<file path="config.mk">
export PLATFORM = sky130hd
export DESIGN_NAME = rv_core
export DESIGN_NICKNAME = d
export VERILOG_FILES = /design/src/hw/rv_pkg.sv /design/src/hw/rv_fetch.sv /design/src/hw/rv_regfile.sv /design/src/hw/rv_decode.sv /design/src/hw/rv_execute.sv /design/src/hw/rv_mem_wb.sv /design/src/hw/rv_core.sv
export SDC_FILE = /design/constraint.sdc
export NUM_CORES = 2
export LEC_CHECK = 0
export BUFFER_PORTS_ARGS = -buffer_cell sky130_fd_sc_hd__buf_2
export CORE_ASPECT_RATIO = 0.7
export CORE_UTILIZATION = 35
export DETAILED_ROUTE_END_ITERATION = 8
export GPL_ROUTABILITY_DRIVEN = 1
export PLACE_DENSITY_LB_ADDON = 0.2
export REMOVE_ABC_BUFFERS = 1
export SLEW_MARGIN = 20
export SYNTH_ARGS = -nofsm -noshare
export SYNTH_HDL_FRONTEND = slang
export SYNTH_SLANG_ARGS = --single-unit
</file>
<file path="constraint.sdc">
create_clock -name clk -period 6.5 [get_ports clk]
set_clock_uncertainty 0.2 [all_clocks]
set_input_delay 1.3 -clock clk [delete_from_list [all_inputs] [get_ports clk]]
set_output_delay 1.3 -clock clk [all_outputs]
set_load 0.05 [all_outputs]
</file>
<file path="src/hw/rv_pkg.sv">
package rv_pkg;

   localparam int XLEN   = 32;
   localparam int REG_AW = 5;

   typedef logic [XLEN-1:0]   word_t;
   typedef logic [REG_AW-1:0] reg_addr_t;

   // Only the major opcodes the core still executes
   typedef enum logic [6:0] {
      OP     = 7'b0110011,
      OP_IMM = 7'b0010011,
      LOAD   = 7'b0000011,
      STORE  = 7'b0100011,
      BRANCH = 7'b1100011
   } opcode_e;

   typedef enum logic [2:0] {
      ALU_ADD = 3'd0,
      ALU_SUB = 3'd1,
      ALU_AND = 3'd2,
      ALU_OR  = 3'd3,
      ALU_XOR = 3'd4
   } alu_op_e;

   localparam word_t INSN_NOP = 32'h0000_0013;   // ADDI x0,x0,0

endpackage

</file>
<file path="src/hw/rv_fetch.sv">
`timescale 1ns/1ps

module rv_fetch
   import rv_pkg::*;
#(
   parameter word_t RESET_PC = '0
) (
   input  logic  clk,
   input  logic  rst_n_i,
   input  word_t inst_i,
   input  logic  stall_i,
   input  logic  branch_taken_i,
   input  word_t branch_target_i,
   output word_t inst_addr_o,
   output logic  inst_ce_o,
   output word_t if_id_insn_o,
   output word_t if_id_pc_o
);

   logic  ce_q;
   word_t pc_q;

   assign inst_addr_o = pc_q;
   assign inst_ce_o   = ce_q;

   always_ff @(posedge clk or negedge rst_n_i) begin
      if (!rst_n_i) begin
         ce_q <= 1'b0;
         pc_q <= RESET_PC;
      end else begin
         ce_q <= 1'b1;                               // Fetch starts after release
         if (branch_taken_i) begin
            pc_q <= branch_target_i;
         end else if (ce_q && !stall_i) begin
            pc_q <= pc_q + 32'd4;
         end
      end
   end

   // IF/ID instruction, flushed to a bubble on a taken branch
   always_ff @(posedge clk or negedge rst_n_i) begin
      if (!rst_n_i) begin
         if_id_insn_o <= INSN_NOP;
      end else if (branch_taken_i) begin
         if_id_insn_o <= INSN_NOP;
      end else if (!stall_i) begin
         if_id_insn_o <= ce_q ? inst_i : INSN_NOP;
      end
   end

   always_ff @(posedge clk) begin
      if (!stall_i) begin
         if_id_pc_o <= pc_q;                         // Payload only
      end
   end

endmodule

</file>
<file path="src/hw/rv_regfile.sv">
`timescale 1ns/1ps

module rv_regfile
   import rv_pkg::*;
(
   input  logic      clk,
   input  logic      rst_n_i,
   input  reg_addr_t rs1_addr_i,
   input  reg_addr_t rs2_addr_i,
   input  logic      wr_en_i,
   input  reg_addr_t wr_addr_i,
   input  word_t     wr_data_i,
   output word_t     rs1_data_o,
   output word_t     rs2_data_o
);

   word_t regs [2**REG_AW];

   // x0 reads zero, a write in the same cycle is passed straight through
   function automatic word_t read_port(reg_addr_t addr);
      if (addr == '0) begin
         return '0;
      end else if (wr_en_i && (wr_addr_i == addr)) begin
         return wr_data_i;
      end
      return regs[addr];
   endfunction

   always_ff @(posedge clk or negedge rst_n_i) begin
      if (!rst_n_i) begin
         for (int i = 0; i < 2**REG_AW; i++) begin
            regs[i] <= '0;
         end
      end else if (wr_en_i && (wr_addr_i != '0)) begin
         regs[wr_addr_i] <= wr_data_i;
      end
   end

   assign rs1_data_o = read_port(rs1_addr_i);
   assign rs2_data_o = read_port(rs2_addr_i);

endmodule

</file>
<file path="src/hw/rv_decode.sv">
`timescale 1ns/1ps

module rv_decode
   import rv_pkg::*;
(
   input  logic      clk,
   input  logic      rst_n_i,
   input  word_t     if_id_insn_i,
   input  word_t     if_id_pc_i,
   input  word_t     rs1_data_i,
   input  word_t     rs2_data_i,
   input  logic      branch_taken_i,
   output reg_addr_t rs1_addr_o,
   output reg_addr_t rs2_addr_o,
   output logic      stall_o,
   output word_t     id_ex_pc_o,
   output word_t     id_ex_rs1_data_o,
   output word_t     id_ex_rs2_data_o,
   output word_t     id_ex_imm_o,
   output reg_addr_t id_ex_rs1_o,
   output reg_addr_t id_ex_rs2_o,
   output reg_addr_t id_ex_rd_o,
   output alu_op_e   id_ex_alu_op_o,
   output logic      id_ex_alu_src_o,
   output logic      id_ex_mem_read_o,
   output logic      id_ex_mem_write_o,
   output logic      id_ex_reg_write_o,
   output logic      id_ex_branch_o
);

   logic [6:0] opcode;
   logic [2:0] funct3;
   logic [6:0] funct7;
   reg_addr_t  rd;
   logic       dec_ok;
   alu_op_e    dec_alu_op;
   logic       dec_alu_src, dec_mem_read, dec_mem_write, dec_reg_write, dec_branch;
   word_t      dec_imm;

   assign opcode     = if_id_insn_i[6:0];
   assign rd         = if_id_insn_i[11:7];
   assign funct3     = if_id_insn_i[14:12];
   assign funct7     = if_id_insn_i[31:25];
   assign rs1_addr_o = if_id_insn_i[19:15];
   assign rs2_addr_o = if_id_insn_i[24:20];

   always_comb begin
      dec_ok        = 1'b1;
      dec_alu_op    = ALU_ADD;
      dec_alu_src   = 1'b0;
      dec_mem_read  = 1'b0;
      dec_mem_write = 1'b0;
      dec_reg_write = 1'b0;
      dec_branch    = 1'b0;
      dec_imm       = {{20{if_id_insn_i[31]}}, if_id_insn_i[31:20]};   // I-type
      case (opcode)
         OP: begin
            dec_reg_write = 1'b1;
            dec_ok = (funct7 == 7'h00) || ((funct7 == 7'h20) && (funct3 == 3'b000));
            case (funct3)
               3'b000:  dec_alu_op = funct7[5] ? ALU_SUB : ALU_ADD;
               3'b100:  dec_alu_op = ALU_XOR;
               3'b110:  dec_alu_op = ALU_OR;
               3'b111:  dec_alu_op = ALU_AND;
               default: dec_ok = 1'b0;
            endcase
         end
         OP_IMM: begin
            dec_reg_write = 1'b1;
            dec_alu_src   = 1'b1;
            dec_ok        = (funct3 == 3'b000);              // ADDI only
         end
         LOAD: begin
            dec_reg_write = 1'b1;
            dec_alu_src   = 1'b1;
            dec_mem_read  = 1'b1;
            dec_ok        = (funct3 == 3'b010);              // Word loads
         end
         STORE: begin
            dec_alu_src   = 1'b1;
            dec_mem_write = 1'b1;
            dec_ok        = (funct3 == 3'b010);
            dec_imm = {{20{if_id_insn_i[31]}}, if_id_insn_i[31:25], if_id_insn_i[11:7]};
         end
         BRANCH: begin
            dec_branch = 1'b1;
            dec_ok     = (funct3 == 3'b000);                 // BEQ only
            dec_imm = {{19{if_id_insn_i[31]}}, if_id_insn_i[31], if_id_insn_i[7],
                       if_id_insn_i[30:25], if_id_insn_i[11:8], 1'b0};
         end
         default: dec_ok = 1'b0;
      endcase
   end

   // Load in EX whose result the decoding instruction needs
   assign stall_o = id_ex_mem_read_o && (id_ex_rd_o != '0) &&
                    ((id_ex_rd_o == rs1_addr_o) || (id_ex_rd_o == rs2_addr_o));

   always_ff @(posedge clk or negedge rst_n_i) begin
      if (!rst_n_i) begin
         id_ex_rs1_o       <= '0;
         id_ex_rs2_o       <= '0;
         id_ex_rd_o        <= '0;
         id_ex_alu_op_o    <= ALU_ADD;
         id_ex_alu_src_o   <= 1'b0;
         id_ex_mem_read_o  <= 1'b0;
         id_ex_mem_write_o <= 1'b0;
         id_ex_reg_write_o <= 1'b0;
         id_ex_branch_o    <= 1'b0;
      end else if (branch_taken_i || stall_o || !dec_ok) begin
         id_ex_rs1_o       <= '0;                      // Bubble
         id_ex_rs2_o       <= '0;
         id_ex_rd_o        <= '0;
         id_ex_alu_op_o    <= ALU_ADD;
         id_ex_alu_src_o   <= 1'b0;
         id_ex_mem_read_o  <= 1'b0;
         id_ex_mem_write_o <= 1'b0;
         id_ex_reg_write_o <= 1'b0;
         id_ex_branch_o    <= 1'b0;
      end else begin
         id_ex_rs1_o       <= rs1_addr_o;
         id_ex_rs2_o       <= rs2_addr_o;
         id_ex_rd_o        <= dec_reg_write ? rd : '0;
         id_ex_alu_op_o    <= dec_alu_op;
         id_ex_alu_src_o   <= dec_alu_src;
         id_ex_mem_read_o  <= dec_mem_read;
         id_ex_mem_write_o <= dec_mem_write;
         id_ex_reg_write_o <= dec_reg_write;
         id_ex_branch_o    <= dec_branch;
      end
   end

   always_ff @(posedge clk) begin
      id_ex_pc_o       <= if_id_pc_i;
      id_ex_rs1_data_o <= rs1_data_i;
      id_ex_rs2_data_o <= rs2_data_i;
      id_ex_imm_o      <= dec_imm;
   end

endmodule

</file>
<file path="src/hw/rv_execute.sv">
`timescale 1ns/1ps

module rv_execute
   import rv_pkg::*;
(
   input  logic      clk,
   input  logic      rst_n_i,
   input  word_t     id_ex_pc_i,
   input  word_t     id_ex_rs1_data_i,
   input  word_t     id_ex_rs2_data_i,
   input  word_t     id_ex_imm_i,
   input  reg_addr_t id_ex_rs1_i,
   input  reg_addr_t id_ex_rs2_i,
   input  reg_addr_t id_ex_rd_i,
   input  alu_op_e   id_ex_alu_op_i,
   input  logic      id_ex_alu_src_i,
   input  logic      id_ex_mem_read_i,
   input  logic      id_ex_mem_write_i,
   input  logic      id_ex_reg_write_i,
   input  logic      id_ex_branch_i,
   input  logic      wb_en_i,
   input  reg_addr_t wb_addr_i,
   input  word_t     wb_data_i,
   output logic      branch_taken_o,
   output word_t     branch_target_o,
   output word_t     ex_mem_result_o,
   output word_t     ex_mem_store_data_o,
   output reg_addr_t ex_mem_rd_o,
   output logic      ex_mem_mem_read_o,
   output logic      ex_mem_mem_write_o,
   output logic      ex_mem_reg_write_o
);

   word_t op_a, op_b, rs2_fwd, alu_res;

   // EX/MEM wins over MEM/WB, x0 never forwarded
   function automatic word_t forward(reg_addr_t rs, word_t rf_val);
      if (rs == '0) begin
         return rf_val;
      end else if (ex_mem_reg_write_o && !ex_mem_mem_read_o && (ex_mem_rd_o == rs)) begin
         return ex_mem_result_o;
      end else if (wb_en_i && (wb_addr_i == rs)) begin
         return wb_data_i;
      end
      return rf_val;
   endfunction

   assign op_a    = forward(id_ex_rs1_i, id_ex_rs1_data_i);
   assign rs2_fwd = forward(id_ex_rs2_i, id_ex_rs2_data_i);
   assign op_b    = id_ex_alu_src_i ? id_ex_imm_i : rs2_fwd;

   always_comb begin
      case (id_ex_alu_op_i)
         ALU_SUB: alu_res = op_a - op_b;
         ALU_AND: alu_res = op_a & op_b;
         ALU_OR:  alu_res = op_a | op_b;
         ALU_XOR: alu_res = op_a ^ op_b;
         default: alu_res = op_a + op_b;              // Also load/store address
      endcase
   end

   assign branch_taken_o  = id_ex_branch_i && (op_a == rs2_fwd);   // BEQ
   assign branch_target_o = id_ex_pc_i + id_ex_imm_i;

   always_ff @(posedge clk or negedge rst_n_i) begin
      if (!rst_n_i) begin
         ex_mem_rd_o        <= '0;
         ex_mem_mem_read_o  <= 1'b0;
         ex_mem_mem_write_o <= 1'b0;
         ex_mem_reg_write_o <= 1'b0;
      end else begin
         ex_mem_rd_o        <= id_ex_rd_i;
         ex_mem_mem_read_o  <= id_ex_mem_read_i;
         ex_mem_mem_write_o <= id_ex_mem_write_i;
         ex_mem_reg_write_o <= id_ex_reg_write_i;
      end
   end

   always_ff @(posedge clk) begin
      ex_mem_result_o     <= alu_res;
      ex_mem_store_data_o <= rs2_fwd;                 // Forwarded store data
   end

endmodule

</file>
<file path="src/hw/rv_mem_wb.sv">
`timescale 1ns/1ps

module rv_mem_wb
   import rv_pkg::*;
(
   input  logic      clk,
   input  logic      rst_n_i,
   input  word_t     ex_mem_result_i,
   input  word_t     ex_mem_store_data_i,
   input  reg_addr_t ex_mem_rd_i,
   input  logic      ex_mem_mem_read_i,
   input  logic      ex_mem_mem_write_i,
   input  logic      ex_mem_reg_write_i,
   input  word_t     data_i,
   output word_t     data_addr_o,
   output word_t     data_o,
   output logic      data_we_o,
   output logic      data_ce_o,
   output logic      wb_en_o,
   output reg_addr_t wb_addr_o,
   output word_t     wb_data_o
);

   logic      wb_en_q;
   reg_addr_t wb_addr_q;
   word_t     wb_data_q;

   // Data port straight from EX/MEM
   assign data_addr_o = ex_mem_result_i;
   assign data_o      = ex_mem_store_data_i;
   assign data_we_o   = ex_mem_mem_write_i;
   assign data_ce_o   = ex_mem_mem_read_i | ex_mem_mem_write_i;

   always_ff @(posedge clk or negedge rst_n_i) begin
      if (!rst_n_i) begin
         wb_en_q   <= 1'b0;
         wb_addr_q <= '0;
      end else begin
         wb_en_q   <= ex_mem_reg_write_i && (ex_mem_rd_i != '0);   // No x0 writes
         wb_addr_q <= ex_mem_rd_i;
      end
   end

   always_ff @(posedge clk) begin
      wb_data_q <= ex_mem_mem_read_i ? data_i : ex_mem_result_i;
   end

   assign wb_en_o   = wb_en_q;
   assign wb_addr_o = wb_addr_q;
   assign wb_data_o = wb_data_q;

endmodule

</file>
<file path="src/hw/rv_core.sv">
`timescale 1ns/1ps

module rv_core
   import rv_pkg::*;
#(
   parameter word_t RESET_PC = '0
) (
   input  logic  clk,
   input  logic  rst_n_i,
   input  word_t inst_i,
   input  word_t data_i,
   output word_t inst_addr_o,
   output logic  inst_ce_o,
   output word_t data_addr_o,
   output word_t data_o,
   output logic  data_we_o,
   output logic  data_ce_o
);

   word_t     if_id_insn, if_id_pc;
   logic      stall, branch_taken;
   word_t     branch_target;
   reg_addr_t rs1_addr, rs2_addr;
   word_t     rs1_data, rs2_data;
   word_t     id_ex_pc, id_ex_rs1_data, id_ex_rs2_data, id_ex_imm;
   reg_addr_t id_ex_rs1, id_ex_rs2, id_ex_rd;
   alu_op_e   id_ex_alu_op;
   logic      id_ex_alu_src, id_ex_mem_read, id_ex_mem_write;
   logic      id_ex_reg_write, id_ex_branch;
   word_t     ex_mem_result, ex_mem_store_data;
   reg_addr_t ex_mem_rd;
   logic      ex_mem_mem_read, ex_mem_mem_write, ex_mem_reg_write;
   logic      wb_en;
   reg_addr_t wb_addr;
   word_t     wb_data;

   rv_fetch #(.RESET_PC(RESET_PC)) u_fetch (
      .clk(clk), .rst_n_i(rst_n_i), .inst_i(inst_i), .stall_i(stall),
      .branch_taken_i(branch_taken), .branch_target_i(branch_target),
      .inst_addr_o(inst_addr_o), .inst_ce_o(inst_ce_o),
      .if_id_insn_o(if_id_insn), .if_id_pc_o(if_id_pc)
   );

   rv_decode u_decode (
      .clk(clk), .rst_n_i(rst_n_i), .if_id_insn_i(if_id_insn), .if_id_pc_i(if_id_pc),
      .rs1_data_i(rs1_data), .rs2_data_i(rs2_data), .branch_taken_i(branch_taken),
      .rs1_addr_o(rs1_addr), .rs2_addr_o(rs2_addr), .stall_o(stall),
      .id_ex_pc_o(id_ex_pc), .id_ex_rs1_data_o(id_ex_rs1_data),
      .id_ex_rs2_data_o(id_ex_rs2_data), .id_ex_imm_o(id_ex_imm),
      .id_ex_rs1_o(id_ex_rs1), .id_ex_rs2_o(id_ex_rs2), .id_ex_rd_o(id_ex_rd),
      .id_ex_alu_op_o(id_ex_alu_op), .id_ex_alu_src_o(id_ex_alu_src),
      .id_ex_mem_read_o(id_ex_mem_read), .id_ex_mem_write_o(id_ex_mem_write),
      .id_ex_reg_write_o(id_ex_reg_write), .id_ex_branch_o(id_ex_branch)
   );

   rv_regfile u_regfile (
      .clk(clk), .rst_n_i(rst_n_i), .rs1_addr_i(rs1_addr), .rs2_addr_i(rs2_addr),
      .wr_en_i(wb_en), .wr_addr_i(wb_addr), .wr_data_i(wb_data),
      .rs1_data_o(rs1_data), .rs2_data_o(rs2_data)
   );

   rv_execute u_execute (
      .clk(clk), .rst_n_i(rst_n_i), .id_ex_pc_i(id_ex_pc),
      .id_ex_rs1_data_i(id_ex_rs1_data), .id_ex_rs2_data_i(id_ex_rs2_data),
      .id_ex_imm_i(id_ex_imm), .id_ex_rs1_i(id_ex_rs1), .id_ex_rs2_i(id_ex_rs2),
      .id_ex_rd_i(id_ex_rd), .id_ex_alu_op_i(id_ex_alu_op),
      .id_ex_alu_src_i(id_ex_alu_src), .id_ex_mem_read_i(id_ex_mem_read),
      .id_ex_mem_write_i(id_ex_mem_write), .id_ex_reg_write_i(id_ex_reg_write),
      .id_ex_branch_i(id_ex_branch), .wb_en_i(wb_en), .wb_addr_i(wb_addr),
      .wb_data_i(wb_data), .branch_taken_o(branch_taken),
      .branch_target_o(branch_target), .ex_mem_result_o(ex_mem_result),
      .ex_mem_store_data_o(ex_mem_store_data), .ex_mem_rd_o(ex_mem_rd),
      .ex_mem_mem_read_o(ex_mem_mem_read), .ex_mem_mem_write_o(ex_mem_mem_write),
      .ex_mem_reg_write_o(ex_mem_reg_write)
   );

   rv_mem_wb u_mem_wb (
      .clk(clk), .rst_n_i(rst_n_i), .ex_mem_result_i(ex_mem_result),
      .ex_mem_store_data_i(ex_mem_store_data), .ex_mem_rd_i(ex_mem_rd),
      .ex_mem_mem_read_i(ex_mem_mem_read), .ex_mem_mem_write_i(ex_mem_mem_write),
      .ex_mem_reg_write_i(ex_mem_reg_write), .data_i(data_i),
      .data_addr_o(data_addr_o), .data_o(data_o), .data_we_o(data_we_o),
      .data_ce_o(data_ce_o), .wb_en_o(wb_en), .wb_addr_o(wb_addr), .wb_data_o(wb_data)
   );

endmodule

</file>
## Word level (Yosys, flattened, before mapping)

Cells that the tools add are included.

- Register bits after elaboration: 1363
- Bits in latches: 0
- Bits in writable memories: 0
- Memory bits (read-only): 0
- Bits of input ports: 66
- Output and inout port bits: 99
- Memories kept: 0

- Add/subtract/negate cells: 4
- Multipliers: 0
- Div/mod/pow operators: 0
- Order comparisons: 4
- Equal/unequal tests: 24
- Shift operators: 0
- Muxes and demuxes: 62
- Bitwise operators: 7
- Reduce and logical (&&, ||, !) cells: 37

Operators with widths:

| kind | number |
|---|---|
| $bwmux W1024 | 1 |
| $mux W32 | 26 |
| $bmux W32 S5 | 2 |
| $demux W32 S5 | 1 |
| $pmux W32 S4 | 1 |
| $add A32 B32 Y32 | 2 |
| $eq A5 B5 Y1 | 8 |
| $add A32 B3 Y32 const B | 1 |
| $and A32 B32 Y32 | 1 |
| $eq A32 B32 Y1 | 1 |
| $or A32 B32 Y32 | 1 |
| $sub A32 B32 Y32 | 1 |
| $xor A32 B32 Y32 | 1 |
| $pmux W12 S2 | 1 |
| $mux W1 | 22 |
| $eq A7 B6 Y1 const B | 3 |
| $logic_not A5 Y1 | 4 |
| $mux W5 | 4 |
| $ge A6 B6 Y1 const B | 3 |
| $not A5 Y6 | 3 |
| $logic_and A1 B1 Y1 | 15 |
| $reduce_bool A5 Y1 | 3 |
| $eq A3 B3 Y1 const B | 4 |
| $pmux W3 S4 | 1 |
| other kinds (18) | 28 |

## Longest topological paths before layout

- Depth in word-level cells: 11
- Gate-level depth with buffers: 27
- Depth with buffers taken out: 24

## Modules after synthesis

A second synthesis with hierarchy kept.

- Cells, all modules: 5620
- Area, all modules: 74332.5 um^2

By module, submodules not included:

| module | times used | cells each | area an instance (um^2) | seq. area each (um^2) |
|---|---|---|---|---|
| rv_regfile | 1 | 3652 | 55444.4 | 25624.6 |
| rv_execute | 1 | 1255 | 9514.1 | 1481.4 |
| rv_fetch | 1 | 311 | 3942.5 | 2591.2 |
| rv_decode | 1 | 260 | 3746.1 | 2757.6 |
| rv_mem_wb | 1 | 142 | 1685.4 | 790.8 |

## Worst setup path after synthesis

OpenSTA, ideal clock, no wires.

- Kind: register -> register
- From: register u_execute.ex_mem_mem_read_o
- To: register u_execute.ex_mem_result_o[31]
- Data arrival time: 5.110 ns
- Setup slack: 1.068 ns
- Stages on the path, launching flop included: 26
- Path buffers: 3
- Cell sequence: dfrtp_1 > buf_4 > nand2b_4 > nand2b_1 > buf_4 > nor2_4 > mux2_2 > a221oi_1 > and4_1 > clkbuf_1 > and2_1 > and3_1 > nor2_1 > xnor2_1 > ha_1 > a21o_1 > a21o_1 > a21oi_1 > nor2_1 > a211oi_1 > o21ai_0 > a41oi_1 > o21ai_0 > o41ai_1 > xnor2_1 > a221o_1

- Longest elaborated chain between the ends: 9

Ends and longest elaborated chain:

| item | line | source |
|---|---|---|
| start: declaration | rv_execute.sv:29 | `output logic ex_mem_mem_read_o,` |
| start signal: assignment | rv_execute.sv:73 | `ex_mem_mem_read_o <= id_ex_mem_read_i;` |
| $logic_not A1 Y1 * | rv_execute.sv:40 | `end else if (ex_mem_reg_write_o && !ex_mem_mem_read_o && (ex_mem_rd_o == rs)) begin` |
| $logic_and A1 B1 Y1 * | rv_execute.sv:40 |  |
| $logic_and A1 B1 Y1 | rv_execute.sv:40 |  |
| $mux W32 / $mux W1 (equally long branches) | rv_execute.sv:40 |  |
| $mux W32 / $mux W1 (equally long branches) | rv_execute.sv:38 | `if (rs == '0) begin` |
| $mux W32 | rv_execute.sv:45 | `return rf_val;` |
| $mux W32 | rv_execute.sv:50 | `assign op_b = id_ex_alu_src_i ? id_ex_imm_i : rs2_fwd;` |
| $add A32 B32 Y32 (tied with other cells) | rv_execute.sv:58 | `default: alu_res = op_a + op_b;` |
| $pmux W32 S4 * | rv_execute.sv:53 | `case (id_ex_alu_op_i)` |
| via u_execute.alu_res[31] | rv_execute.sv:34 | `word_t op_a, op_b, rs2_fwd, alu_res;` |
| end signal: assignment | rv_execute.sv:80 | `ex_mem_result_o <= alu_res;` |
| end: declaration | rv_execute.sv:26 | `output word_t ex_mem_result_o,` |

The timed path passes the listed nets; every way through them passes the cells marked *.
A chain may end at the register's enable or synchronous reset.

## Worst setup path in the final report

- From: register u_decode.id_ex_rs2_o[3]
- To: register u_execute.ex_mem_result_o[31]

- Longest elaborated chain between the ends: 9

Ends and longest elaborated chain:

| item | line | source |
|---|---|---|
| start: declaration | rv_decode.sv:21 | `output reg_addr_t id_ex_rs2_o,` |
| start signal: assignment | rv_decode.sv:122 | `id_ex_rs2_o <= rs2_addr_o;` |
| $eq A5 B5 Y1 | rv_execute.sv:42 | `end else if (wb_en_i && (wb_addr_i == rs)) begin` |
| $logic_and A1 B1 Y1 | rv_execute.sv:42 |  |
| $mux W1 | rv_execute.sv:42 |  |
| $mux W1 | rv_execute.sv:40 |  |
| $mux W1 | rv_execute.sv:38 |  |
| $mux W32 * | rv_execute.sv:45 |  |
| $mux W32 * | rv_execute.sv:50 |  |
| $add A32 B32 Y32 (tied with other cells) | rv_execute.sv:58 |  |
| $pmux W32 S4 * | rv_execute.sv:53 |  |
| via u_execute.alu_res[31] | rv_execute.sv:34 |  |

Marks and branches as above.

==> tab_implementation.tex <==
\begin{tabular}{lr}
\hline
Metric & Value \\
\hline
\multicolumn{2}{l}{\textbf{Outcome}} \\
\quad Result of the run & complete, but fails checks \\
\quad Failing checks & design-rule violations \\
\multicolumn{2}{l}{\textbf{Timing}} \\
\quad Rel. slew slack & a little over a fifth \\
\quad Count of final setup violators & 0 \\
\quad Tmin final & roughly 6.2 ns \\
\quad Tcrit/Tclk final & a little over nine tenths \\
\quad Highest achievable clock rate & $\sim$0.16 GHz \\
\quad Transition time at the pin with the least slew margin & 1.18 ns \\
\quad Hold Fails Final Rpt & 0 \\
\quad Final Max Tran Viols & 0 \\
\multicolumn{2}{l}{\textbf{Setup path}} \\
\quad Cell with the largest stage delay on the worst path & sky130\_fd\_sc\_hd\_\_dfrtp\_2 \\
\quad Crit Reg-Reg Startpoint & u\_decode.id\_ex\_rs2\_o[3]\$\_DFF\_PN0\_ \\
\quad Arrival time worst endpoint & approximately 6.7 ns \\
\quad Cell type with the highest occurrence count on the critical path & sky130\_fd\_sc\_hd\_\_buf\_4 \\
\quad Kind of critical path & reg -> reg \\
\quad Critical Path RT & roughly 7 ns \\
\quad Maximum fanout along the worst path & 6 \\
\quad Critical Path Max Stage Delay & between 0.4 and 0.5 ns \\
\quad Worst Setup Start Kind & flip-flop \\
\quad Worst setup startpoint & u\_decode.id\_ex\_rs2\_o[3]\$\_DFF\_PN0\_ \\
\quad Crit path buffers/inverters & 4 \\
\quad Cell family with the largest share of critical-path delay & compound AO/OA/AOI/OAI gates \\
\quad Critical path endpoint category & flip-flop \\
\multicolumn{2}{l}{\textbf{Floorplanning}} \\
\quad Overall die height & $\sim$380 um \\
\quad Starting density of the core & 35.3\% \\
\quad CORE AREA & roughly 0.2 mm\^{}2 \\
\quad Total Die Area & around 0.21 mm\^{}2 \\
\quad Horizontal extent of the die & 546 um \\
\quad Floorplan row count & between 100 and 150 \\
\quad Number of top-level pins & $\sim$170 \\
\multicolumn{2}{l}{\textbf{Place}} \\
\quad IO buf count & between 150 and 200 \\
\quad Hpwl dp & around 160 mm \\
\quad Placed cell count & around 8000 \\
\quad Placed cell areas & 0.0769 mm\^{}2 \\
\quad Placer congestion estimate & 0.977 \\
\multicolumn{2}{l}{\textbf{Finish}} \\
\quad Area growth syn-to-layout & 13.4\% \\
\quad Most common cell after layout, fill and taps aside & sky130\_fd\_sc\_hd\_\_dfrtp\_1 \\
\quad Final standard cell utilization of the core & approximately two fifths \\
\quad Final cell count without fillers & between 8000 and 9000 \\
\quad Fraction of layout instances using a drive strength above 1 & 43.4\% \\
\quad Highest-count cells in the layout ignoring fill and taps & sky130\_fd\_sc\_hd\_\_dfrtp\_1, sky130\_fd\_sc\_hd\_\_mux2\_2, sky130\_fd\_sc\_hd\_\_mux4\_2, sky130\_fd\_sc\_hd\_\_nor2\_1, sky130\_fd\_sc\_hd\_\_dfxtp\_1 \\
\quad Non-Filler Cell Area, Final & about 0.08 mm\^{}2 \\
\quad Fillcell total & 19200 \\
\quad Layout net count & 5578 \\
\multicolumn{2}{l}{\textbf{GRT}} \\
\quad Global routing met1 resource utilization & 37.0\% \\
\quad Pin count of the biggest net entering global routing & between 150 and 200 \\
\quad Met3 track utilization from global routing & between 4 and 5\% \\
\quad Met2 track demand over resource in global routing & a little over a third \\
\quad Number of antenna violations at the first check in global routing & 10 \\
\quad Global-route usage over all layers & 24.4\% \\
\quad Total gr overflow & 0 \\
\quad Global-route wire length before repair & 369 mm \\
\quad Number of global-route vias before repair & 48000 \\
\quad Most Used Layer, Global Route & met1 \\
\multicolumn{2}{l}{\textbf{Synth}} \\
\quad Synth cell types & 92 \\
\quad Post-synth top flop & sky130\_fd\_sc\_hd\_\_dfrtp\_1 \\
\quad Most area-consuming cells after synthesis & sky130\_fd\_sc\_hd\_\_dfrtp\_1, sky130\_fd\_sc\_hd\_\_mux4\_2, sky130\_fd\_sc\_hd\_\_mux2\_2 \\
\quad Cell taking the most area after synthesis & sky130\_fd\_sc\_hd\_\_dfrtp\_1 \\
\quad Register area share after synthesis & roughly 46\% \\
\quad Summed instance area of the synthesized netlist & around 0.072 mm\^{}2 \\
\quad Number of synthesized register bits & around 1400 \\
\quad Synth Area per Inst & 13.6 um\^{}2 \\
\quad Synth Warn \# & 0 \\
\quad Fraction of registers with async set or reset after synthesis & roughly 83\% \\
\quad EDFF count, synth & 32 \\
\quad Post-Synthesis Cells & 5336 \\
\quad Portion of synthesized cell area occupied by the leading cell type & 38.8\% \\
\multicolumn{2}{l}{\textbf{Detailed routing}} \\
\quad Via count of the routed design & about 48000 \\
\quad Detailed-route vias per instance & slightly below 6 \\
\quad Initial DRC Count & 4784 \\
\quad \# DRC & 16 \\
\quad Post-detailed-routing wire length & 256 mm \\
\quad Number of nets still failing antenna checks after routing & 0 \\
\quad Average wire per standard cell & about 31 um \\
\quad First-pass iteration count of the detailed router & 7 \\
\multicolumn{2}{l}{\textbf{Clock tree}} \\
\quad Root cell of the clock tree & sky130\_fd\_sc\_hd\_\_clkbuf\_16 \\
\quad Total clock buffers created by CTS & approximately 160 \\
\quad Later-pin clock latency in the skew report & about 0.84 ns \\
\quad Clock tree from TritonCTS & done \\
\quad Number of buffers on the longest clock path & 4 \\
\quad Sinks on the clock net & around 1400 \\
\quad Register clock-pin slew on the reported worst setup and hold paths & approximately 0.07 ns \\
\quad H-Tree Level Count & 4 \\
\quad Count of hold buffers inserted by post-cts repair & 0 \\
\multicolumn{2}{l}{\textbf{Power and ir drop}} \\
\quad Maximum resistive drop on vdd & 0.239 mV \\
\quad Leakage & approximately 37 nW \\
\quad PwrDens & 253 mW/mm\^{}2 \\
\quad Total chip power & 20.8 mW \\
\multicolumn{2}{l}{\textbf{Flow run}} \\
\quad Max\_cap viols & 0 \\
\multicolumn{2}{l}{\textbf{Min path}} \\
\quad Start point of the worst min-delay path & u\_fetch.if\_id\_pc\_o[10]\$\_DFFE\_PN\_ \\
\quad Kind of path behind the tightest hold check & reg -> reg \\
\hline
\end{tabular}
-- report_power, final --
group | total [mW] | internal, mW | switching (mW)
logic | 2.61 | 0.762 | 1.85
clock network | 9.06 | 5.28 | 3.78
registers | 9.12 | 8.70 | 0.418
-- cell usage after synthesis, drive strengths merged, types with 110 or more instances --
cell	n
buf	118
mux2	1043
xnor2	111
inv	133
nor2	350
mux4	612
dfxtp	205
nand2	177
clkbuf	368
a21oi	141
dfrtp	1123
o21ai	110
ha	127
-- flip-flops by register name (all words and copies together), names as in the netlist, 3 cells and up --
signal                         cells
u_regfile.regs                  1024
u_decode.id_ex_pc_o               32
u_decode.id_ex_rs1_data_o         32
u_decode.id_ex_rs2_data_o         32
u_execute.ex_mem_result_o         32
u_execute.ex_mem_store_data_o     32
u_fetch.if_id_insn_o              32
u_fetch.if_id_pc_o                32
u_fetch.inst_addr_o               32
u_mem_wb.wb_data_o                32
u_decode.id_ex_imm_o              13
u_decode.id_ex_rd_o                5
u_decode.id_ex_rs1_o               5
u_decode.id_ex_rs2_o               5
u_execute.ex_mem_rd_o              5
u_mem_wb.wb_addr_o                 5
u_decode.id_ex_alu_op_o            3
-- layout make-up --
type	instances	area, um^2	share of cell area, %
Clock buffer	223	4480	5.45
Timing Repair Buffer	375	2620	3.19
Tap cell	2749	3440	4.18
Clock inverter	53	644	0.784
Sequential cell	1363	33300	40.5
Antenna cell	4	10.0	0.0122
Inverter	135	517	0.629
Multi-Input combinational cell	3352	37200	45.3
-- metrics by stage --
step / hold slack, ns / TNS (ns) / setup slack, ns
finish: 0.123 / 0 / 0.256
global route: 0.129 / -0.00851 / -0.00851
CTS: 0.128 / 0 / 0.0752
detailed placement: 0.128 / -0.0715 / -0.0715
global placement: 0.124 / -0.0832 / -0.0524
floorplan: 0.123 / -1139.11 / -7.63
-- repair_timing --
item	in CTS	in global routing
endpoints found under the setup margin	1	5
buffers inserted	0	12
endpoints found under the hold margin	0	0
pin swaps	0	10
resized for setup	1	23
-- layer usage --
layer,vias up,wire (um)
li1,20100,-
met1,26100,119000
met2,1797,109000
met3,351,19300
met4,0,7860
met5,-,0
-- worst register-to-register path: stages, from the launching register on --
cell                       delay (ns)
sky130_fd_sc_hd__dfrtp_2         0.45
sky130_fd_sc_hd__xor2_1          0.18
sky130_fd_sc_hd__nor4_4          0.39
sky130_fd_sc_hd__buf_4           0.19
sky130_fd_sc_hd__a22oi_4         0.09
sky130_fd_sc_hd__nor2_4          0.23
sky130_fd_sc_hd__buf_4           0.15
sky130_fd_sc_hd__o221a_4         0.21
sky130_fd_sc_hd__ha_1            0.20
sky130_fd_sc_hd__o211a_1         0.22
sky130_fd_sc_hd__nor4b_4         0.20
sky130_fd_sc_hd__buf_4           0.18
sky130_fd_sc_hd__and3_1          0.21
sky130_fd_sc_hd__nor2_1          0.07
sky130_fd_sc_hd__xnor2_1         0.13
sky130_fd_sc_hd__ha_1            0.36
sky130_fd_sc_hd__a21o_1          0.18
sky130_fd_sc_hd__a21o_1          0.17
sky130_fd_sc_hd__a21oi_1         0.18
sky130_fd_sc_hd__nor2_1          0.08
sky130_fd_sc_hd__a211oi_2        0.24
sky130_fd_sc_hd__o21ai_0         0.14
sky130_fd_sc_hd__a41oi_2         0.30
sky130_fd_sc_hd__buf_4           0.17
sky130_fd_sc_hd__o21ai_0         0.14
sky130_fd_sc_hd__o41ai_2         0.42
sky130_fd_sc_hd__xnor2_1         0.10
sky130_fd_sc_hd__a221o_1         0.31
-- path summary, 6_finish.rpt --
kind                                                          to  slack [ns]  cells after the start
setup / recovery           u_execute.ex_mem_result_o[31]$_DFF_P_        0.26                     27
hold / removal                   u_decode.id_ex_pc_o[10]$_DFF_P_        0.12                      0
setup reg to reg           u_execute.ex_mem_result_o[31]$_DFF_P_        0.26                     27
hold reg to reg                  u_decode.id_ex_pc_o[10]$_DFF_P_        0.12                      0
max in group asynchronous   u_fetch.if_id_insn_o[21]$_DFFE_PN0P_        4.13                      2
min in group asynchronous        u_regfile.regs[762]$_DFFE_PN0P_        0.32                      1
-- cell families (layout without fill, tap and decap cells) --
kind of cell	count (synthesis)	count (layout)	synth area share [%]
muxes	1753	1753	36.6
DFF	1363	1363	45.9
and+or+nand+nor	748	748	4.76
buffers and inverters	621	786	3.41
AOI/OAI and AO/OA	537	537	4.92
xor gates and xnor gates	184	184	2.23
adders and majority gates	129	129	2.25
other	1	5	0.00517
Note: power is estimated with default switching activity, not from simulation.
